File: config.mk
export PLATFORM = sky130hd
export DESIGN_NAME = bus_decoder
export DESIGN_NICKNAME = d
export VERILOG_FILES = /design/src/design/soc_pkg.sv /design/src/design/bus_decoder.sv
export SDC_FILE = /design/constraint.sdc
export NUM_CORES = 1
export LEC_CHECK = 0
export BUFFER_PORTS_ARGS = -buffer_cell sky130_fd_sc_hd__buf_2
export CORE_AREA = 2 2 107 109
export DETAILED_ROUTE_END_ITERATION = 16
export DIE_AREA = 0 0 109 111
export SYNTH_ARGS = -nofsm -noshare
export SYNTH_HDL_FRONTEND = slang
export SYNTH_SLANG_ARGS = --single-unit
File: constraint.sdc
create_clock -name vclk -period 2.55
set_clock_uncertainty 0.2 [all_clocks]
set_input_delay 0.255 -clock vclk [all_inputs]
set_output_delay 0.255 -clock vclk [all_outputs]
set_load 0.01 [all_outputs]
File: src/design/soc_pkg.sv
package soc_pkg;

  // ====================
  // Bus widths
  // ====================
  localparam int addr_w = 32;
  localparam int data_w = 32;
  localparam int strb_w = 4;

  // ====================
  // Region map
  // ====================
  localparam logic [addr_w-1:0] tim_base   = 32'h0010_0000;
  localparam logic [addr_w-1:0] clint_base = 32'h0200_0000;
  localparam logic [addr_w-1:0] clint_size = 32'h0001_0000;
  localparam logic [addr_w-1:0] uart_base  = 32'h1000_0000;
  localparam logic [addr_w-1:0] uart_size  = 32'h0000_1000;

  // CLINT register offsets, high words at +4
  localparam logic [15:0] clint_msip_off     = 16'h0000;
  localparam logic [15:0] clint_mtimecmp_off = 16'h4000;
  localparam logic [15:0] clint_mtime_off    = 16'hBFF8;

  typedef enum logic [1:0] {
    region_tim,
    region_clint,
    region_uart,
    region_none
  } region_t;

  typedef enum logic [1:0] {
    arb_idle,
    arb_ibus,
    arb_dbus
  } arb_state_t;

  // Byte-lane merge for strobed writes
  function automatic logic [data_w-1:0] merge_bytes(
    input logic [data_w-1:0] old_word,
    input logic [data_w-1:0] new_word,
    input logic [strb_w-1:0] strb
  );
    logic [data_w-1:0] result;
    result = old_word;
    for (int i = 0; i < strb_w; i++) begin
      if (strb[i]) begin
        result[i*8 +: 8] = new_word[i*8 +: 8];
      end
    end
    return result;
  endfunction

endpackage

File: src/design/bus_decoder.sv
`timescale 1ns/1ps

module bus_decoder import soc_pkg::*; #(
  parameter int TIM_DEPTH = 1024
) (
  input  logic              bus_valid,
  input  logic              bus_instr,
  input  logic [addr_w-1:0] bus_addr,
  input  logic [data_w-1:0] bus_wdata,
  input  logic [strb_w-1:0] bus_wstrb,
  output logic [data_w-1:0] bus_rdata,
  output logic              bus_ready,
  output logic              tim_valid,
  output logic              clint_valid,
  output logic              uart_valid,
  output logic              instr,
  output logic [addr_w-1:0] addr,
  output logic [data_w-1:0] wdata,
  output logic [strb_w-1:0] wstrb,
  input  logic [data_w-1:0] tim_rdata,
  input  logic              tim_ready,
  input  logic [data_w-1:0] clint_rdata,
  input  logic              clint_ready,
  input  logic [data_w-1:0] uart_rdata,
  input  logic              uart_ready
);

  localparam logic [addr_w-1:0] tim_top = tim_base + addr_w'(TIM_DEPTH * 4);

  region_t           region;
  logic [addr_w-1:0] base;

  // Address decode
  always_comb begin
    if (bus_addr >= tim_base && bus_addr < tim_top) begin
      region = region_tim;
    end else if (bus_addr >= clint_base && bus_addr < clint_base + clint_size) begin
      region = region_clint;
    end else if (bus_addr >= uart_base && bus_addr < uart_base + uart_size) begin
      region = region_uart;
    end else begin
      region = region_none;
    end
  end

  always_comb begin
    case (region)
      region_tim:   base = tim_base;
      region_clint: base = clint_base;
      region_uart:  base = uart_base;
      default:      base = '0;
    endcase
  end

  assign tim_valid   = bus_valid && (region == region_tim);
  assign clint_valid = bus_valid && (region == region_clint);
  assign uart_valid  = bus_valid && (region == region_uart);

  // Shared request fields, offset into the region
  assign addr  = bus_addr - base;
  assign instr = bus_instr;
  assign wdata = bus_wdata;
  assign wstrb = bus_wstrb;

  // Response mux, fixed priority
  always_comb begin
    if (tim_ready) begin
      bus_rdata = tim_rdata;
      bus_ready = 1'b1;
    end else if (clint_ready) begin
      bus_rdata = clint_rdata;
      bus_ready = 1'b1;
    end else if (uart_ready) begin
      bus_rdata = uart_rdata;
      bus_ready = 1'b1;
    end else begin
      bus_rdata = '0;
      bus_ready = 1'b0;
    end
  end

endmodule

; ---- Word-level counts from Yosys, hierarchy flattened
; Cells that the tools add are included.
; W data, S select, Z words.
[word_totals]
out_inout_bits = 105
input_bits = 169
reg_bits = 0
elab_cells = 26
[classes]
addsub = 1
n_eq_ne = 2
order_cmp = 6
muxes = 10
reduce_logical = 7
[op_table]
columns = op, n
row1 = $mux W32, 3
row2 = $pmux W29 S3, 1
row3 = $ge A32 B21 Y1 const B, 1
row4 = $ge A32 B26 Y1 const B, 1
row5 = $ge A32 B29 Y1 const B, 1
row6 = $lt A32 B21 Y1 const B, 1
row7 = $lt A32 B26 Y1 const B, 1
row8 = $lt A32 B29 Y1 const B, 1
row9 = $sub A32 B32 Y32, 1
row10 = $logic_and A1 B1 Y1, 6
row11 = $mux W1, 4
row12 = $mux W2, 2
row13 = $eq A2 B1 Y1 const B, 1
row14 = $eq A2 B2 Y1 const B, 1
row15 = $logic_not A2 Y1, 1

; ---- Longest topological paths before layout
[depth]
depth_word = 8
depth_mapped = 8

; ---- Worst setup path before layout
; OpenSTA, ideal clock, no wires.
[synth_timing]
kind = input -> output
startpoint = in bus_addr[16]
endpoint = out addr[30]
stages = 7
t_arrival_ns = 2.475
slack_ns = -0.380
n_path_buf = 0
required_ns = 2.095
path_cell_list = or4_1 > nor3_1 > nand4_1 > ha_1 > or4_4 > a311oi_2 > xor2_1
[synth_between]
elab_chain_len = 8
word_cells_on_any_way = 17
cone_classes = 1 x add/sub / 6 x order compare / 2 x eq/ne / 4 x mux / 4 x reduce/logical
[synth_rtl]
columns = element, line_no
row1 = "start, declared", bus_decoder.sv:8  ; input logic [addr_w-1:0] bus_addr,
row2 = $ge A32 B29 Y1 or $lt A32 B29 Y1 (tied branches), bus_decoder.sv:39  ; end else if (bus_addr >= uart_base && bus_addr < uart_base + uart_size) begin
row3 = $logic_and A1 B1 Y1, bus_decoder.sv:39
row4 = $mux W1, bus_decoder.sv:39
row5 = $mux W2, bus_decoder.sv:37  ; end else if (bus_addr >= clint_base && bus_addr < clint_base + clint_size) begin
row6 = $mux W2, bus_decoder.sv:35  ; if (bus_addr >= tim_base && bus_addr < tim_top) begin
row7 = $eq A2 B2 Y1 (tied with other cells), bus_decoder.sv:47  ; case (region)
row8 = $pmux W29 S3, bus_decoder.sv:47
row9 = $sub A32 B32 Y32 (*), bus_decoder.sv:60  ; assign addr = bus_addr - base;
row10 = "end, declared", bus_decoder.sv:17  ; output logic [addr_w-1:0] addr,
; Mark *: on every way between the ends. The rest lies on a longest branch, timed or not.

; ---- Worst setup path after layout
; Same ends and word-level chain as after synthesis.

==> results.py <==
metrics = {
    "synth": {
        "ys.warnings.count": 0,
        "syn-num-nets": 400,
        "synth_cell_type_count": 30,
        "synth_area_mm2": 0.00143,
        "ys_seq_area_frac": 0,
        "syn_inst": 227,
        "synthTopCellsByCount": "buf_4, nand2_1, o21ai_0, a22oi_1, clkbuf_1",
        "synth_most_common_cell": "buf_4",
        "syn_avg_cell_area_um2": 6.28,
        "yosys-top-cells-area": "buf_4, a22oi_1, o21ai_0",
        "synth_top_area_frac": 0.300,
        "yosys.area.top_type": "buf_4",
    },
    "run": {
        "drv_cap": 0,
    },
    "clock_tree": {
        "cts_hold_buf": 0,
    },
    "placement": {
        "place_inst": 508,
        "pre_cts_slack_ps": -510,
        "routabilityCongestion": 0.896,
        "dpl.hpwl_um": 6510,
        "io_buffers": 176,
    },
    "pwr": {
        "leakage_nw": 1.29,
        "sequentialPowerShare": 0,
        "p_sw_w": 0.000191,
        "intPower_w": 0.000185,
        "switching_share": 0.507,
        "cellPowerDensity_mw_per_mm2": 152,
        "vdd.ir_drop.worst_mv": 0.0636,
        "power_frac_comb": 1.000,
        "power.share.clock": 0,
    },
    "sta": {
        "period_needed_ps": 3050,
        "tightest_slew_ps": 397,
        "fmax_mhz": 328,
        "finalCritPeriodShare": 1.20,
        "setup_slack_ps": -501,
        "drv_slew": 0,
        "max_slew_margin": 0.734,
        "rsz0062_at_grt": "yes",
        "setup_tns_ps": -2880,
        "setup_viol": 10,
        "finalHoldViolCount": 0,
    },
    "finish": {
        "regArea_um2": 0,
        "fin_nets": 545,
        "seq_cells": 0,
        "fillerInstances": 1293,
        "area_growth_pct": 73.2,
        "clock_buffer_count": 0,
        "fin_cells": 515,
        "final_util": 0.223,
        "drive_gt1_frac": 0.649,
        "multi_input_area_mm2": 0.00106,
    },
    "global_routing": {
        "grt_pass1_vias": 2169,
        "grt_max_degree": 66,
        "grt_first_pass_wirelength_um": 11200,
        "antenna_found_initial": 2,
        "grt_util_all_layers": 0.117,
        "overflow": 0,
    },
    "detailed_routing": {
        "via_count": 2190,
        "routed_wirelength_um": 7760,
        "firstDrtPassIters": 4,
        "detail-route-antenna-nets": 0,
        "via_per_inst": 4.25,
        "drc": 0,
        "routedWlPerCell_um": 15.1,
        "drt_iter0_drc": 81,
    },
    "outcome": {
        "status": "complete, but fails checks",
        "violations": "setup timing",
    },
    "die": {
        "die_w_um": 109,
        "coreArea_mm2": 0.0111,
        "io_pins": 274,
        "die_h_um": 111,
        "rows": 39,
        "floorplan.initialDensity": 0.129,
        "dieArea_mm2": 0.0121,
    },
    "critical_path": {
        "worstSetupEndpointType": "output port",
        "crit_fanout": 3,
        "critPathArrivalTime_ps": 2600,
        "crit_type": "input port to output port",
        "critPathLaunchType": "input port",
        "critPathRequiredTime_ps": 2100,
    },
    "min_path": {
        "hp-class": "input port to output port",
        "min_path_cells": 0,
    },
}
## per-stage QoR
stage | power [W] | area (µm²) | hold slack (ps)
final | 0.000376 | 2470 | 310
after floorplan | 0.000231 | 1450 | 367
after CTS | 0.000375 | 2440 | 310
after detailed placement | 0.000362 | 2300 | 310
after global placement | 0.000363 | 2300 | 310
after global routing | 0.000415 | 2470 | 310
## worst max-delay path, stage by stage
cell and delay [ps]:
buf_6 90, or4_4 550, nor3_4 150, nand4_1 190, ha_4 270, or4_4 510
a311oi_2 270, xor2_1 160, buf_2 150
## power by group through the flow
stage | Sequential (W) | Clock (W) | Combinational (W)
global route | 0 | 0.000000000105 | 0.000415
CTS | 0 | 0 | 0.000375
global placement | 0 | 0 | 0.000363
detailed placement | 0 | 0 | 0.000362
floorplan | 0 | 0 | 0.000231
finish | 0 | 0.000000000105 | 0.000376
## cell type report
cell class	instances	area share
repair buffers	214	0.488
multi-input cells	151	0.430
well taps	143	0.0725
inverters	5	0.00760
diodes	2	0.00203
## layer usage
layer	wire length [µm]	track usage
met5	0	0
met4	229	0.0333
met3	874	0.0288
met2	3720	0.215
met1	2940	0.129
## logic make-up after synthesis
logic type,count (synthesis),synth area share
buffers and inverters,76,0.350
XOR/XNOR,9,0.0553
adder cells (fa/ha/maj),4,0.0351
AO/OA/AOI/OAI,71,0.324
AND/OR/NAND/NOR,67,0.235
## cell usage in the layout (no fill, tap or decap), types with 3 or more instances in the layout
master	synthesis	final
a22oi_1	31	31
buf_2	0	175
buf_4	57	32
buf_6	0	6
ha_4	0	3
inv_1	5	5
nand2_1	37	35
nor2_1	8	6
o21ai_0	32	32
xor2_1	8	7
## path summary, 6_finish.rpt
path	from	to
setup / recovery	bus_addr[16]	addr[30]
hold / removal	bus_wdata[0]	wdata[0]
## timing repair
action,4_1_cts,5_1_grt
gates resized for setup,24,5
setup endpoints to repair,10,10
pin swaps,16,7
buffers inserted,4,2
Power figures use the tool's default switching activity.
