==> src/design/soc_pkg.sv <==
package soc_pkg;

  // ====================
  // Bus widths
  // ====================
  localparam int addr_w = 32;
  localparam int data_w = 32;
  localparam int strb_w = 4;

  // ====================
  // Region map
  // ====================
  localparam logic [addr_w-1:0] tim_base   = 32'h0010_0000;
  localparam logic [addr_w-1:0] clint_base = 32'h0200_0000;
  localparam logic [addr_w-1:0] clint_size = 32'h0001_0000;
  localparam logic [addr_w-1:0] uart_base  = 32'h1000_0000;
  localparam logic [addr_w-1:0] uart_size  = 32'h0000_1000;

  // CLINT register offsets, high words at +4
  localparam logic [15:0] clint_msip_off     = 16'h0000;
  localparam logic [15:0] clint_mtimecmp_off = 16'h4000;
  localparam logic [15:0] clint_mtime_off    = 16'hBFF8;

  typedef enum logic [1:0] {
    region_tim,
    region_clint,
    region_uart,
    region_none
  } region_t;

  typedef enum logic [1:0] {
    arb_idle,
    arb_ibus,
    arb_dbus
  } arb_state_t;

  // Byte-lane merge for strobed writes
  function automatic logic [data_w-1:0] merge_bytes(
    input logic [data_w-1:0] old_word,
    input logic [data_w-1:0] new_word,
    input logic [strb_w-1:0] strb
  );
    logic [data_w-1:0] result;
    result = old_word;
    for (int i = 0; i < strb_w; i++) begin
      if (strb[i]) begin
        result[i*8 +: 8] = new_word[i*8 +: 8];
      end
    end
    return result;
  endfunction

endpackage

==> src/design/clint_timer.sv <==
`timescale 1ns/1ps

module clint_timer import soc_pkg::*; (
  input  logic              clock,
  input  logic              rst_n,
  input  logic              valid,
  input  logic [addr_w-1:0] addr,
  input  logic [data_w-1:0] wdata,
  input  logic [strb_w-1:0] wstrb,
  output logic [data_w-1:0] rdata,
  output logic              ready,
  output logic              msip,
  output logic              mtip,
  output logic [63:0]       mtime
);

  logic [15:0]       off;
  logic              access;
  logic              write;
  logic [63:0]       mtimecmp;
  logic [data_w-1:0] read_word;

  assign off    = addr[15:0];
  assign access = valid && !ready;
  assign write  = access && (wstrb != '0);

  // ====================
  // Register block
  // ====================
  always_ff @(posedge clock) begin
    if (!rst_n) begin
      ready    <= 1'b0;
      msip     <= 1'b0;
      mtimecmp <= '1;
    end else begin
      ready <= access;
      if (write) begin
        case (off)
          clint_msip_off: begin
            if (wstrb[0]) begin
              msip <= wdata[0];
            end
          end
          clint_mtimecmp_off:
            mtimecmp[31:0] <= merge_bytes(mtimecmp[31:0], wdata, wstrb);
          clint_mtimecmp_off + 16'd4:
            mtimecmp[63:32] <= merge_bytes(mtimecmp[63:32], wdata, wstrb);
          default: ;
        endcase
      end
    end
  end

  always_comb begin
    case (off)
      clint_msip_off:             read_word = data_w'(msip);
      clint_mtimecmp_off:         read_word = mtimecmp[31:0];
      clint_mtimecmp_off + 16'd4: read_word = mtimecmp[63:32];
      clint_mtime_off:            read_word = mtime[31:0];
      clint_mtime_off + 16'd4:    read_word = mtime[63:32];
      default:                    read_word = '0;
    endcase
  end

  always_ff @(posedge clock) begin
    if (access) begin
      rdata <= read_word;
    end
  end

  // ====================
  // Timer and compare
  // ====================
  always_ff @(posedge clock) begin
    if (!rst_n) begin
      mtime <= '0;
    end else if (write && off == clint_mtime_off) begin
      mtime[31:0] <= merge_bytes(mtime[31:0], wdata, wstrb);
    end else if (write && off == clint_mtime_off + 16'd4) begin
      mtime[63:32] <= merge_bytes(mtime[63:32], wdata, wstrb);
    end else begin
      mtime <= mtime + 64'd1;
    end
  end

  assign mtip = (mtime >= mtimecmp);

endmodule

==> config.mk <==
export PLATFORM = sky130hd
export DESIGN_NAME = clint_timer
export DESIGN_NICKNAME = d
export VERILOG_FILES = /design/src/design/soc_pkg.sv /design/src/design/clint_timer.sv
export SDC_FILE = /design/constraint.sdc
export NUM_CORES = 1
export LEC_CHECK = 0
export BUFFER_PORTS_ARGS = -buffer_cell sky130_fd_sc_hd__buf_2
export CORE_MARGIN = 10
export CORE_UTILIZATION = 52
export CTS_BUF_LIST = sky130_fd_sc_hd__clkbuf_4
export CTS_CLUSTER_DIAMETER = 150
export DETAILED_ROUTE_END_ITERATION = 10
export PLACE_DENSITY = 0.85
export SLEW_MARGIN = 20
export SYNTH_ARGS = -nofsm -noshare
export SYNTH_HDL_FRONTEND = slang
export SYNTH_SLANG_ARGS = --single-unit
==> constraint.sdc <==
create_clock -name clock -period 5.5 [get_ports clock]
set_input_delay 0 -clock clock [delete_from_list [all_inputs] [get_ports clock]]
set_output_delay 0 -clock clock [all_outputs]
set_load 0.05 [all_outputs]
## Yosys cells after proc, flatten, opt, wreduce, memory -nomap -nowiden

Index checks and enable logic that the tools add are counted.

- Register bits: 162
- Bits in latches: 0
- RAM bits: 0
- ROM bits: 0
- Bits of input ports: 71
- Output and inout bits: 99
- Memories: 0

- Add/subtract/negate cells: 1
- $mul: 0
- Divide/modulo/power cells: 0
- Magnitude comparators: 1
- Equality and inequality tests: 13
- Shifts and indexed selects: 0
- Multiplexer cells: 8
- Bitwise logic cells: 1
- Reductions and logical operators: 24

Operator list:

| kind | number |
|---|---|
| $pmux 32 s5 | 1 |
| $mux 32 | 3 |
| $add 64x1->64 const B | 1 |
| $ge 64x64->1 | 1 |
| $eq 16x15->1 const B | 2 |
| $eq 16x16->1 const B | 2 |
| $mux 8 | 4 |
| $reduce_and 3->1 | 9 |
| $ne 2x2->1 const B | 9 |
| $logic_not 16->1 | 1 |
| $reduce_and 2->1 | 8 |
| $logic_and 1x1->1 | 4 |
| $reduce_bool 4->1 | 1 |
| $logic_not 1->1 | 1 |
| $not 1->1 | 1 |

## Depth between registers and ports, before layout

- Depth in word-level cells: 6
- Mapped depth: 10

## Worst setup path after synthesis

Ideal clock, no wire load.

- Path type: register -> register
- Start point: register ready
- End point: register mtime[25]
- Library setup time: 0.132 ns
- Arrival time: 3.221 ns
- Data required time: 5.368 ns
- Path slack: 2.147 ns
- Cell stages (with the launch flop): 11
- Path buffers: 4
- Cells stage by stage: dfxtp_1 nor2b_1 clkbuf_1 o41ai_2 nor2_1 buf_2 buf_2 buf_2 nor2_1 mux2i_1 a21oi_1

- Word-level cells in the longest chain between the ends: 6

RTL lines:

| what | line | text |
|---|---|---|
| start: declaration | clint_timer.sv:11 | `output logic ready,` |
| start signal: assignment | clint_timer.sv:36 | `ready <= access;` |
| $logic_not 1->1 * | clint_timer.sv:24 | `assign access = valid && !ready;` |
| $logic_and 1x1->1 * | clint_timer.sv:24 |  |
| named net access | clint_timer.sv:18 | `logic access;` |
| $logic_and 1x1->1 * | clint_timer.sv:25 | `assign write = access && (wstrb != '0);` |
| $logic_and 1x1->1, on equally long branches | clint_timer.sv:77, clint_timer.sv:79 |  |
| $ne 2x2->1 (no source line) | n/a |  |
| $reduce_and 2->1 (no source line) | n/a |  |
| end signal: assignment | clint_timer.sv:78 | `mtime[31:0] <= merge_bytes(mtime[31:0], wdata, wstrb);` |
| end signal: assignment | clint_timer.sv:82 | `mtime <= mtime + 64'd1;` |
| end: declaration | clint_timer.sv:14 | `output logic [63:0] mtime` |

The timed path passes the listed nets; every way through them passes the cells marked *.
A chain may end at the register's enable or synchronous reset.

## Worst setup path in the final report

- Start point: register mtime[53]
- End point: output port mtip

- Word-level cells in the longest chain between the ends: 1

RTL lines:

| what | line | text |
|---|---|---|
| start signal: assignment | clint_timer.sv:80 | `mtime[63:32] <= merge_bytes(mtime[63:32], wdata, wstrb);` |
| start signal: assignment | clint_timer.sv:82 |  |
| $ge 64x64->1 | clint_timer.sv:86 | `assign mtip = (mtime >= mtimecmp);` |
| end: declaration | clint_timer.sv:13 | `output logic mtip,` |

Every way passes these cells.

==> results.toml <==
[die]
io_pins = 170
start_util_pct = 53.2
core_um2 = 18900
chipHeight_um = 159
die_w_um = 159
die-area_um2 = 25300
rows = 50

[clock_network]
clk_pin_slew_ps = 140
clock-root-buffer = "clkbuf_4"
clk_path_buf_depth = 2
clkLatencyLatePin_ps = 590
ctsHtreeMaxLevel = 4
cts_tree = "built"
post_cts_buffers = 0
cts_made_buffers = 17
clkSinkCount = 162

[sta]
max_freq_mhz = 278
min_period_ps = 3600
rsz0062_at_grt = "no"
hold_viol_final = 0
slew_viol_final = 0
fin_skew_ps = 21.3
final.period_utilization_pct = 65.4
slew_headroom_pct = 26.1
setup_viol = 0
setup_tns_ps = 0
worst_slew_pin_slew_ps = 1110

[placed_design]
port_buffers = 153
dp_hpwl_um = 23900
gp_congestion = 0.934

[drt]
drt_iter0_markers = 1394
wl_per_cell_um = 21.1
via_per_inst = 6.46
ant_nets = 0
drc = 0
vias = 10500
drtPass1Iterations = 8
wl_um = 34200

[hold_path]
hp-start = "wstrb[2]"
min_delay_path_depth = 5
hold_path_end = "mtime[19]"
hp-class = "input port to flop"

[synth]
syn_area_per_cell_um2 = 8.47
synth_edf_count = 32
syn_inst = 1187
synth_area_um2 = 10100
synthFlopType = "dfxtp_1"
synth_warnings = 0
syn_nets = 1323
synth_seq_cells = 162
yosysSeqAreaShare_pct = 35.4
ys_async_sr_fraction_pct = 0
ys_types = 71

[global_routing]
grt_max_degree = 76
gr-total-overflow = 0
antenna_found_initial = 1
grt_pass1_vias = 10200
grt_usage_pct = 25.9
grt_pass1_wl_um = 54600

[power]
irDropWorstVdd_v = 0.000107
power_density_nw_per_um2 = 182
leakage_uw = 0.00553

[flow_run]
maxCapViolCount = 0

[finish]
nFillCells = 1663
nets = 1487
layout_commonest_cell = "buf_2"
final_cell_mix = "buf_2, nand2_1, dfxtp_1"
syn2layout_area_growth_pct = 16.5
drive_gt1_share_pct = 17.2
final_core_util_pct = 62.0

[setup_path]
critPathTopFamily = "simple AND/OR/NAND/NOR gates"
path_cells = "ha_1 -> nand4_1 -> nor4_1 -> nand4_1 -> a21oi_1 -> nor2_1 -> o211ai_1 -> buf_2"
cp_num_buf_inv = 1
cp.arrival_ps = 3600
r2r_cells = 6
setup.worst_path.start_class = "flop"
cp_max_fo = 9
r2r_start = "mtime[2]"
cp_common_cell = "nand4_1"
r2r-end = "mtime[37]"
critPathRequiredTime_ps = 5500
path_class = "flop to primary output"
crit_path_top_delay_cell = "nor4_1"
cp_slowest_stage_delay_ps = 690
rrSetupSlack_ps = 2120
crit_path_end_kind = "primary output"

[run_status]
status = "finished clean"
-- cell usage after synthesis, types with 3 or more instances --
| cell type | instances | area, um^2 |
|---|---|---|
| a211oi_1 | 26 | 195 |
| a21bo_2 | 3 | 30.0 |
| a21boi_0 | 3 | 22.5 |
| a21o_1 | 8 | 60.1 |
| a21oi_1 | 62 | 310 |
| a221o_1 | 32 | 320 |
| a22oi_1 | 3 | 22.5 |
| a311oi_1 | 7 | 61.3 |
| a31oi_1 | 8 | 50.1 |
| and2_1 | 6 | 37.5 |
| and3_1 | 27 | 169 |
| and4_1 | 7 | 61.3 |
| buf_1 | 3 | 11.3 |
| buf_2 | 12 | 60.1 |
| clkbuf_1 | 48 | 180 |
| dfxtp_1 | 130 | 2600 |
| edfxtp_1 | 32 | 961 |
| ha_1 | 65 | 813 |
| inv_1 | 74 | 278 |
| mux2_2 | 11 | 124 |
| mux2i_1 | 77 | 771 |
| nand2_1 | 138 | 518 |
| nand3_1 | 39 | 195 |
| nand4_1 | 40 | 250 |
| nor2_1 | 82 | 308 |
| nor2b_1 | 4 | 25.0 |
| nor3_1 | 50 | 250 |
| nor3_2 | 3 | 30.0 |
| nor4_1 | 34 | 213 |
| o211ai_1 | 33 | 248 |
| o21a_1 | 6 | 45.0 |
| o21ai_0 | 47 | 235 |
| o22ai_1 | 6 | 37.5 |
| o31ai_1 | 4 | 30.0 |
| o41ai_1 | 4 | 35.0 |
| or3_1 | 4 | 25.0 |
| or4_1 | 3 | 22.5 |
-- logic make-up (layout without fill, tap and decap cells) --
| logic type | count (synthesis) | count (layout) | synth area share [%] |
|---|---|---|---|
| xor+xnor | 1 | 1 | 0.0871 |
| other cells | 0 | 1 | 0 |
| flops | 162 | 162 | 35.4 |
| compound gates | 273 | 273 | 18.9 |
| buf+inv | 138 | 315 | 5.30 |
| simple gates | 460 | 460 | 23.3 |
| mux | 88 | 88 | 8.90 |
| fa+ha+maj | 65 | 65 | 8.09 |
-- metal layers --
layer / part of all wire, % / GRT usage (%)
met1: 40 / 32.9
met2: 46 / 41.3
met3: 11 / 7.00
met4: 2.9 / 9.18
met5: 0 / 0
-- worst register-to-register path, stage by stage, from the launching register on --
cell and delay, ps:
dfxtp_1 570, nand4_1 260, nor2_1 650, nand3_1 400
nor3_1 970, a211oi_1 180, nor4_1 270
-- sequential cells by signal, summed over array words and instances, names as in the netlist --
name and cells:
ready 1, mtimecmp 64, msip 1, rdata 32
mtime 64
-- metrics by stage --
stage	power, uW	instances	instance area, um^2	hold slack [ps]	worst slack [ps]
after floorplan	1360	1187	10100	125	2150
after global placement	1430	1550	11000	277	2430
after detailed placement	1430	1550	11000	272	2390
after CTS	2140	1623	11700	14.5	2000
after global routing	2210	1625	11700	49.3	1900
final	2140	1625	11700	67.0	1900
-- report_power, final --
part	internal [uW]	leakage [uW]	total (uW)	switching [uW]
Sequential	1220	0.00137	1230	7.57
Clock	233	0.000126	707	473
Combinational	63.4	0.00403	201	138
-- how the worst max path moves through the flow --
stage	startpoint	to	slack, ps	cells past startpoint
floorplan	ready	mtime[25]	2150	10
detailed placement	addr[2]	mtimecmp[55]	2390	8
global placement	addr[2]	mtimecmp[48]	2430	8
CTS	mtime[53]	mtip	2000	8
finish	mtime[53]	mtip	1900	8
global route	mtime[53]	mtip	1900	8
-- area by class of cell --
cell class	count	area [um^2]	area share, %
flip-flops and latches	162	3560	30.4
well taps	260	325	2.78
repair buffers	208	1290	11.0
clock buffers	18	135	1.15
multi-input cells	887	5990	51.1
clock inverters	14	131	1.12
inverters	75	282	2.40
diodes	1	2.50	0.0214
-- timing repair --
action,in CTS,in global routing
hold endpoints to repair,127,0
gates resized for setup,0,0
hold buffers,41,0
(Power assumes the default switching activity.)
