$ cat src/design/soc_pkg.sv
package soc_pkg;

  // ====================
  // Bus widths
  // ====================
  localparam int addr_w = 32;
  localparam int data_w = 32;
  localparam int strb_w = 4;

  // ====================
  // Region map
  // ====================
  localparam logic [addr_w-1:0] tim_base   = 32'h0010_0000;
  localparam logic [addr_w-1:0] clint_base = 32'h0200_0000;
  localparam logic [addr_w-1:0] clint_size = 32'h0001_0000;
  localparam logic [addr_w-1:0] uart_base  = 32'h1000_0000;
  localparam logic [addr_w-1:0] uart_size  = 32'h0000_1000;

  // CLINT register offsets, high words at +4
  localparam logic [15:0] clint_msip_off     = 16'h0000;
  localparam logic [15:0] clint_mtimecmp_off = 16'h4000;
  localparam logic [15:0] clint_mtime_off    = 16'hBFF8;

  typedef enum logic [1:0] {
    region_tim,
    region_clint,
    region_uart,
    region_none
  } region_t;

  typedef enum logic [1:0] {
    arb_idle,
    arb_ibus,
    arb_dbus
  } arb_state_t;

  // Byte-lane merge for strobed writes
  function automatic logic [data_w-1:0] merge_bytes(
    input logic [data_w-1:0] old_word,
    input logic [data_w-1:0] new_word,
    input logic [strb_w-1:0] strb
  );
    logic [data_w-1:0] result;
    result = old_word;
    for (int i = 0; i < strb_w; i++) begin
      if (strb[i]) begin
        result[i*8 +: 8] = new_word[i*8 +: 8];
      end
    end
    return result;
  endfunction

endpackage

$ cat src/design/bus_arbiter.sv
`timescale 1ns/1ps

module bus_arbiter import soc_pkg::*; (
  input  logic              clock,
  input  logic              rst_n,
  input  logic              ibus_valid,
  input  logic              ibus_instr,
  input  logic [addr_w-1:0] ibus_addr,
  input  logic [data_w-1:0] ibus_wdata,
  input  logic [strb_w-1:0] ibus_wstrb,
  output logic [data_w-1:0] ibus_rdata,
  output logic              ibus_ready,
  input  logic              dbus_valid,
  input  logic              dbus_instr,
  input  logic [addr_w-1:0] dbus_addr,
  input  logic [data_w-1:0] dbus_wdata,
  input  logic [strb_w-1:0] dbus_wstrb,
  output logic [data_w-1:0] dbus_rdata,
  output logic              dbus_ready,
  output logic              slave_valid,
  output logic              slave_instr,
  output logic [addr_w-1:0] slave_addr,
  output logic [data_w-1:0] slave_wdata,
  output logic [strb_w-1:0] slave_wstrb,
  input  logic [data_w-1:0] slave_rdata,
  input  logic              slave_ready
);

  arb_state_t state;
  arb_state_t state_next;

  // ====================
  // Grant FSM
  // ====================
  always_comb begin
    state_next = state;
    case (state)
      arb_idle: begin
        // dbus wins a tie
        if (dbus_valid) begin
          state_next = arb_dbus;
        end else if (ibus_valid) begin
          state_next = arb_ibus;
        end
      end
      arb_ibus, arb_dbus: begin
        if (slave_ready) begin
          state_next = arb_idle;
        end
      end
      default: state_next = arb_idle;
    endcase
  end

  always_ff @(posedge clock) begin
    if (!rst_n) begin
      state <= arb_idle;
    end else begin
      state <= state_next;
    end
  end

  // ====================
  // Request forwarding
  // ====================
  always_comb begin
    case (state)
      arb_ibus: begin
        slave_valid = ibus_valid;
        slave_instr = ibus_instr;
        slave_addr  = ibus_addr;
        slave_wdata = ibus_wdata;
        slave_wstrb = ibus_wstrb;
      end
      arb_dbus: begin
        slave_valid = dbus_valid;
        slave_instr = dbus_instr;
        slave_addr  = dbus_addr;
        slave_wdata = dbus_wdata;
        slave_wstrb = dbus_wstrb;
      end
      default: begin
        slave_valid = 1'b0;
        slave_instr = 1'b0;
        slave_addr  = '0;
        slave_wdata = '0;
        slave_wstrb = '0;
      end
    endcase
  end

  // Response goes back to the granted master only
  assign ibus_ready = (state == arb_ibus) && slave_ready;
  assign dbus_ready = (state == arb_dbus) && slave_ready;
  assign ibus_rdata = (state == arb_ibus) ? slave_rdata : '0;
  assign dbus_rdata = (state == arb_dbus) ? slave_rdata : '0;

endmodule

$ cat config.mk
export PLATFORM = sky130hd
export DESIGN_NAME = bus_arbiter
export DESIGN_NICKNAME = d
export VERILOG_FILES = /design/src/design/soc_pkg.sv /design/src/design/bus_arbiter.sv
export SDC_FILE = /design/constraint.sdc
export NUM_CORES = 1
export LEC_CHECK = 0
export ABC_AREA = 1
export BUFFER_PORTS_ARGS = -buffer_cell sky130_fd_sc_hd__buf_2
export CAP_MARGIN = 20
export CORE_AREA = 2 2 122 124
export CTS_CLUSTER_DIAMETER = 80
export CTS_CLUSTER_SIZE = 24
export DETAILED_ROUTE_END_ITERATION = 12
export DIE_AREA = 0 0 124 126
export HOLD_SLACK_MARGIN = 0.12
export SLEW_MARGIN = 25
export SYNTH_ARGS = -nofsm -noshare
export SYNTH_HDL_FRONTEND = slang
export SYNTH_SLANG_ARGS = --single-unit
$ cat constraint.sdc
create_clock -name clock -period 1.9 [get_ports clock]
set_input_delay 0.38 -clock clock [delete_from_list [all_inputs] [get_ports clock]]
set_output_delay 0.38 -clock clock [all_outputs]
set_load 0.1 [all_outputs]
Word-level counts from Yosys, hierarchy flattened --
Cells that the tools add are included.
Operators by class: equality and inequality tests 4, muxes and demuxes 11, reductions and logical operators 5
Operator list (number):
- 32-bit case mux with 2 select lines | 2
- 32-bit two-way mux | 2
- 4-bit case mux with 2 select lines | 1
- 2-bit two-way mux | 3
- 1-bit case mux with 2 select lines | 2
- 2-bit case mux with 2 select lines | 1
- 3-bit != test, second input constant | 1
- 2-bit by 1-bit equality test with 1-bit output, second input constant | 1
- 2-bit equality test, second input constant | 1
- 1-bit logical AND | 2
- 2-bit logical NOT | 1
- 2-bit != test, second input constant | 1
- 2-bit AND reduction | 1
- 2-bit OR reduction | 1
Storage, ports and cells: bits in registers 2, bits of input ports 175, output and inout port bits 136, logic and storage cells 21

Longest topological paths before layout --
Gate-level depths: netlist (run 1).
depth after elaboration 4, gate-level depth with buffers 6, depth with buffers taken out 6

Worst setup path after synthesis (run 1) --
Ideal clock, no wire load.
kind register to output, from reg state[1], to out slave_addr[0], arrival 2.420 ns, data required time 1.520 ns, path slack -0.900 ns, stages on the path, launching flop included 7, cell sequence dfxtp_1 inv_1 ha_1 buf_2 buf_4 nand2_1 a21oi_1
On the way: cells in the longest elaborated chain, start to end 2, elaborated cells between the ends (all ways) 3, those cells by class 2 x eq/ne; 1 x mux
RTL lines:
- start: declaration | line bus_arbiter.sv:29 | arb_state_t state;
- start signal: assignment | line bus_arbiter.sv:57 | state <= arb_idle;
- start signal: assignment | line bus_arbiter.sv:59 | state <= state_next;
- 2-bit equality test / 2-bit by 1-bit equality test with 1-bit output (equally long branches) | line bus_arbiter.sv:67 | case (state)
- 32-bit case mux with 2 select lines (*) | line bus_arbiter.sv:67
- end: declaration | line bus_arbiter.sv:22 | output logic [addr_w-1:0] slave_addr,
Every way passes the cells marked *; elsewhere a longest branch is shown, timed or not.

Worst setup path in the final report (run 1) --
from reg state[0], to out slave_addr[9]
The elaborated chain is that of the path after synthesis.

==> results of run 1 <==
## cells in the final DEF (no fill, tap or decap), drive strengths merged
cell type  count
nand4          1
a21oi         73
inv           42
dfxtp          2
clkinvlp      30
nor2b          1
clkbuf        16
buf          364
ha             3
nand2        210
## kinds of logic (layout without fill, tap and decap cells)
| kind of cell | count (synthesis) | after routing | share of synthesized area, % |
|---|---|---|---|
| adder cells (fa/ha/maj) | 3 | 3 | 2.26 |
| AO/OA/AOI/OAI | 73 | 73 | 22.0 |
| AND/OR/NAND/NOR | 212 | 212 | 48.2 |
| buffers and inverters | 101 | 452 | 25.1 |
| flip-flops | 2 | 2 | 2.41 |
## worst max-delay path by stage
stage                        start         endpoint  slack, ns  depth (start not counted)
after global routing      state[0]    slave_addr[5]      -0.22                          8
final                     state[0]    slave_addr[9]      -0.15                          8
after global placement    state[0]   slave_addr[19]       0.08                          6
after CTS                 state[0]  slave_wdata[15]      -0.17                          8
after floorplan           state[0]    slave_addr[0]      -0.06                          5
after detailed placement  state[0]   slave_addr[19]       0.04                          6
## metrics by stage
step / power [W] / std cells / util (%) / area (um2)
6_report: 0.00430 / 926 / 58.6 / 8390
5_1_grt: 0.00445 / 926 / 58.6 / 8390
4_1_cts: 0.00381 / 901 / 51.0 / 7310
3_5_place_dp: 0.00311 / 878 / 45.6 / 6530
3_3_place_gp: 0.00309 / 878 / 45.6 / 6530
2_1_floorplan: 0.00197 / 391 / - / 2620
## cell usage after synthesis
cell	count	area, um2
a21oi_1	73	365
ha_1	3	37.5
buf_2	15	75.1
buf_4	5	37.5
nand2_1	210	788
clkbuf_1	9	33.8
nand4_1	1	6.26
nor2b_1	1	6.26
inv_2	1	3.75
inv_1	71	267
dfxtp_1	2	40.0
## power by group
group | total, W | internal (W) | switching [W]
clock network | 0.000319 | 0.000268 | 0.0000507
logic | 0.00393 | 0.00156 | 0.00237
registers | 0.0000509 | 0.0000477 | 0.00000318
total | 0.00430 | 0.00187 | 0.00243
## final cells by class
type / instances / share of cell area (%)
flip-flops and latches: 2 / 0.507
clock buffers: 3 / 0.895
repair buffers: 377 / 57.7
well taps: 184 / 2.75
multi-input cells: 288 / 33.1
inverters: 72 / 5.07
## timing repair
action,CTS,global route
buffers inserted,10,14
endpoints found under the setup margin,117,134
pin swaps,17,41
gates resized for setup,101,200
cloned,10,14
## tightest hold or removal path, cell delays in order
cell and delay (ns):
buf_2 0.10, nand4_1 0.08, nand2_1 0.05
## metal layers
layer	global-route usage (%)	share of wire, %	vias up
met5	0	0	-
met3	2.49	6.7	15
li1	-	-	1863
met4	2.58	1.4	0
met1	17.3	35	1793
met2	30.6	57	169
==> impl_results.md, run 1 <==
- Failing checks: setup timing
- Unrepaired setup endpoints after global routing: true
- Clk_skew: 0.00153 ns
- Antenna violations before repair: 0
- R2R setup slack: 0.48 ns
- Port Buf Inserts: 310
- CP max FO: 13
- Clock latency on the worst-skew pair: 0.22 ns
- Crit path kind: register to output pin
- Router iterations before antenna repair: 5
- Clock Tree Buf Depth: 2
- Hold Path Sink: state[1]
- CP arrival: 1.67 ns
- Max_cap viols: 0
- CTS buffer count: 3
- CP bufs+invs: 5
- Worst hold slack: 0.443 ns
- Share of cells above drive strength 1: 86.4%
- Reg2Reg Launch Point: state[0]
- Pre-CTS setup slack: 0.0442 ns
- CTS tree: done
- Area of the multi-input gates: 2770 um2
- DRT iter0 DRCs: 124
- Hold/Removal Path Class: input pin to register
- Die X: 124 um
- Worst path required time: 1.52 ns
- Syn_nets: 569
- Reg-to-reg endpoint: state[0]
- Die Height: 126 um
- Post-layout worst setup margin: -0.146 ns
- Core Region: 14300 um2
- Pin count of the biggest net entering global routing: 46
- Biggest registers after layout: state (2)
- Yosys warnings: 0
- Fin crit share: 108%
- Worst-Margin Slew: 0.244 ns
- Core Rows: 44
- Synth Cell Area: 1660 um2
- Peak supply drop: 0.000313 V
- GRT Util Overall: 15.5%
- Vias: 3840
- Setup TNS Final: -9.51 ns
- Critical path, cell by cell: inv_2 -> buf_6 -> ha_4 -> buf_6 -> clkbuf_16 -> nand2_1 -> a21oi_4 -> buf_12
- Routability Congestion: 0.835
- Hold wc startpoint: rst_n
- Status: complete, but fails checks
- Wirelength, routed: 15000 um
- Wire length per cell: 16.2 um
- Post-synthesis cell count: 391
- Starting Density: 11.6%
- Sequential area share after synthesis: 2.41%
- Largest register FFs: 2
- Vias in the first global route: 3602
- Hold depth: 3
- Number of vias per cell: 4.15
- Most used cell, CP: buf_6
- H-tree levels: 1
- Reg area: 42.5 um2
- Synth Register Bits: 2
- Max Freq: 489 MHz
- Startpoint Class: register
- Biggest register: state
- # diodes: 0
- Grt total ovfl: 0
- Syn_area_per_cell: 4.25 um2
- Die area: 15600 um2
- Clock sinks: 2
- Area delta synth->final: 405%
- Critical path endpoint category: output pin
- CTS clk-pin slew, worst paths: 0.03 ns
- Layout fillers: 1156
- DRT antenna net count: 0
- I/O pins: 311
- Max-slew violation count: 0
- CP peak stage delay: 0.32 ns
- Pleak: 3.74 nW
- CTS Hold Bufs: 0
- CP max stage cell: dfxtp_2
- Synth cell types: 11
- Final net count: 922
- R2R cell count: 7
- First-pass GRT wire length: 19100 um
- Final hold vios: 0
- Post-DP HPWL: 9740 um
- Root buf cell: clkbuf_16
- DRC Markers: 0
- Final Setup Violations: 98
- Slew headroom: 83.7%
- PD cells: 512 nW/um2
- Critical path's top delay family: buffers and inverters
- Post-layout min period: 2.05 ns
(Power assumes the default switching activity.)
==> run 2: changes to the inputs <==
==> constraint.sdc (replaced) <==
create_clock -name clock -period 1.9 [get_ports clock]
set_input_delay 0.285 -clock clock [delete_from_list [all_inputs] [get_ports clock]]
set_output_delay 0.285 -clock clock [all_outputs]
set_load 0.1 [all_outputs]
==> run 2 against run 1 <==
  * The run now ends clean
  * Clock skew is 0.0014 ns lower
  * Via count fell by 7.2%
  * Flip-flop and latch count unchanged
  * Critical path type unchanged
==> impl_results.md, run 2 (synthesized netlist as in run 1, its figures left out) <==
- Worst path required time: 1.62 ns (+0.10 ns)
- Critical path endpoint category: output pin
- DRT iter0 DRCs: 126 (+1.6%)
- Switch Pwr: 0.00206 W (-15%)
- Max-slew violation count: 0 (unchanged)
- CTS clk-pin slew, worst paths: 0.03 ns (about the same)
- Area delta synth->final: 301%
- Wire length per cell: 15.6 um (-3.7%)
- Pleak: 3.04 nW (-19%)
- Post-DP HPWL: 9640 um (-1.1%)
- Biggest register: state
- Port Buf Inserts: 310 (unchanged)
- Root buf cell: clkbuf_16
- I/O pins: 311 (unchanged)
- Sw Ratio: 58.9% (+2.4 points)
- Seq pwr share: 1.6% (+0.4 points)
- Clk_skew: 0.000138 ns (-0.00139 ns)
- Reg area: 45.0 um2 (+5.9%)
- Worst-Margin Slew: 0.214 ns (-0.0297 ns)
- Vias in the first global route: 3312 (-8.1%)
- Most common cell after layout, fill and taps aside: nand2_1
- Comb pwr share: 89.5% (-1.9 points)
- Critical path, cell by cell: inv_4 -> ha_4 -> buf_8 -> clkbuf_16 -> nand2_2 -> a21oi_2 -> buf_12
- Status: completed
- Die X: 124 um (unchanged)
- Routability Congestion: 0.835 (about the same)
- Max Freq: 531 MHz (+8.6%)
- Vias: 3562 (-7.2%)
- Core Rows: 44 (unchanged)
- Die area: 15600 um2 (unchanged)
- Post-layout worst setup margin: 0.0159 ns (+0.162 ns)
- Clk pwr share: 8.9% (+1.5 points)
- H-tree levels: 1 (unchanged)
- Peak supply drop: 0.000345 V (+10%)
- Router iterations before antenna repair: 6 (+1)
- Startpoint Class: register
- CTS buffer count: 3 (unchanged)
- CP max FO: 6 (-7)
- Fin crit share: 99.2% (-8.5 points)
- Post-layout min period: 1.88 ns (-0.162 ns)
- CP peak stage delay: 0.35 ns (+0.03 ns)
- CTS tree: done
- Core Region: 14300 um2 (unchanged)
- Unrepaired setup endpoints after global routing: true
- Clock sinks: 2 (unchanged)
- GRT Util Overall: 15.0% (-0.50 points)
- PD cells: 527 nW/um2 (+2.9%)
- Share of cells above drive strength 1: 67.2% (-19 points)
- Clock latency on the worst-skew pair: 0.22 ns (about the same)
- Number of vias per cell: 4.01 (-3.4%)
- PnR Total Power: 0.00351 W (-18%)
- Max_cap viols: 0 (unchanged)
- Slew headroom: 85.7% (+2.0 points)
- P_int: 0.00144 W (-23%)
- Die Height: 126 um (unchanged)
- Pre-CTS setup slack: 0.0779 ns (+0.0338 ns)
- Crit path kind: register to output pin
- Pin count of the biggest net entering global routing: 34 (-26%)
- Largest register FFs: 2 (unchanged)
- Biggest registers after layout: state (2)
- Hold/Removal Path Class: input pin to register
- DRC Markers: 0 (unchanged)
- Grt total ovfl: 0 (unchanged)
- First-pass GRT wire length: 18300 um (-4.1%)
- Wirelength, routed: 13900 um (-7.5%)
- Final Setup Violations: 0 (-100%)
- CP arrival: 1.60 ns (-0.07 ns)
- Final hold vios: 0 (unchanged)
- Final net count: 884 (-4.1%)
- Starting Density: 11.6% (unchanged)
- Layout fillers: 1382 (+20%)
- Antenna violations before repair: 2 (+2)
- Clock Tree Buf Depth: 2 (unchanged)
- CP max stage cell: dfxtp_4
- Area of the multi-input gates: 1840 um2 (-34%)
- Most frequent cells in the layout: 177 x nand2_1, 174 x buf_2, 145 x buf_12, 49 x inv_1, 36 x a21oi_2
- DRT antenna net count: 0 (unchanged)
-- run 2: changes by cell type in the layout (fill, tap and decap cells not counted), moves of 7 or more --
cell	before	now
clkinvlp_4	30	0
a21oi_4	70	34
a21oi_2	0	36
inv_1	4	49
buf_12	152	145
buf_4	9	2
buf_16	12	4
nand2_1	92	177
nand2_4	87	0
inv_4	14	3
buf_6	14	4
-- run 2: final cells by class --
cell class | count | area share, %
Timing Repair Buffer | 339 | 62.8
Multi-Input combinational cell | 288 | 27.7
Inverter | 72 | 4.17
Tap cell | 184 | 3.46
Clock buffer | 3 | 1.13
Sequential cell | 2 | 0.677
Antenna cell | 1 | 0.0376
-- run 2: power by group through the flow --
stage               sequential (W)  clock, W  combinational, W
detailed placement       0.0000520         0           0.00278
floorplan                0.0000494         0           0.00167
CTS                      0.0000540  0.000318           0.00293
global route             0.0000551  0.000324           0.00326
finish                   0.0000545  0.000313           0.00314
global placement         0.0000518         0           0.00276
-- run 2: final timing paths --
kind | from | end | slack (ns) | cells past startpoint
hold / removal | rst_n | state[1] | 0.33 | 3
hold reg to reg | state[0] | state[0] | 0.55 | 2
setup / recovery | state[1] | slave_wdata[18] | 0.02 | 7
setup reg to reg | state[0] | state[0] | 0.73 | 5
-- run 2: worst max-delay path, delay by kind of cell, from the launching register on --
kind	cells	cell delay [ns]
AND/OR/NAND/NOR	1	0.05
flip-flops	1	0.35
AO/OA/AOI/OAI	1	0.19
buffers and inverters	4	0.60
adder cells (fa/ha/maj)	1	0.18
-- run 2: what timing repair did --
item,in CTS,in global routing
setup endpoints to repair,70,66
gates cloned,4,10
resized for setup,23,71
hold buffers,0,0
buffers inserted,5,2
hold endpoints to repair,0,0
pin swaps,9,47
-- run 2: per-layer routing --
metal	vias to the layer above	GRT usage (%)	part of all wire, %
li1	1784	-	-
met1	1623	18.2	39
met2	141	27.7	54
met3	14	2.40	6.3
met4	0	3.04	1.5
met5	-	0	0
-- run 2: metrics by stage --
stage	instance area (um2)	setup TNS, ns	instances	hold WS, ns	utilization (%)
after global placement	5850	0	864	0.559	40.9
after CTS	6220	0	876	0.342	43.5
after floorplan	2000	-16.88	391	0.443	-
after detailed placement	5850	0	864	0.555	40.9
after global routing	6650	-0.384	889	0.359	46.5
final	6650	0	889	0.335	46.5
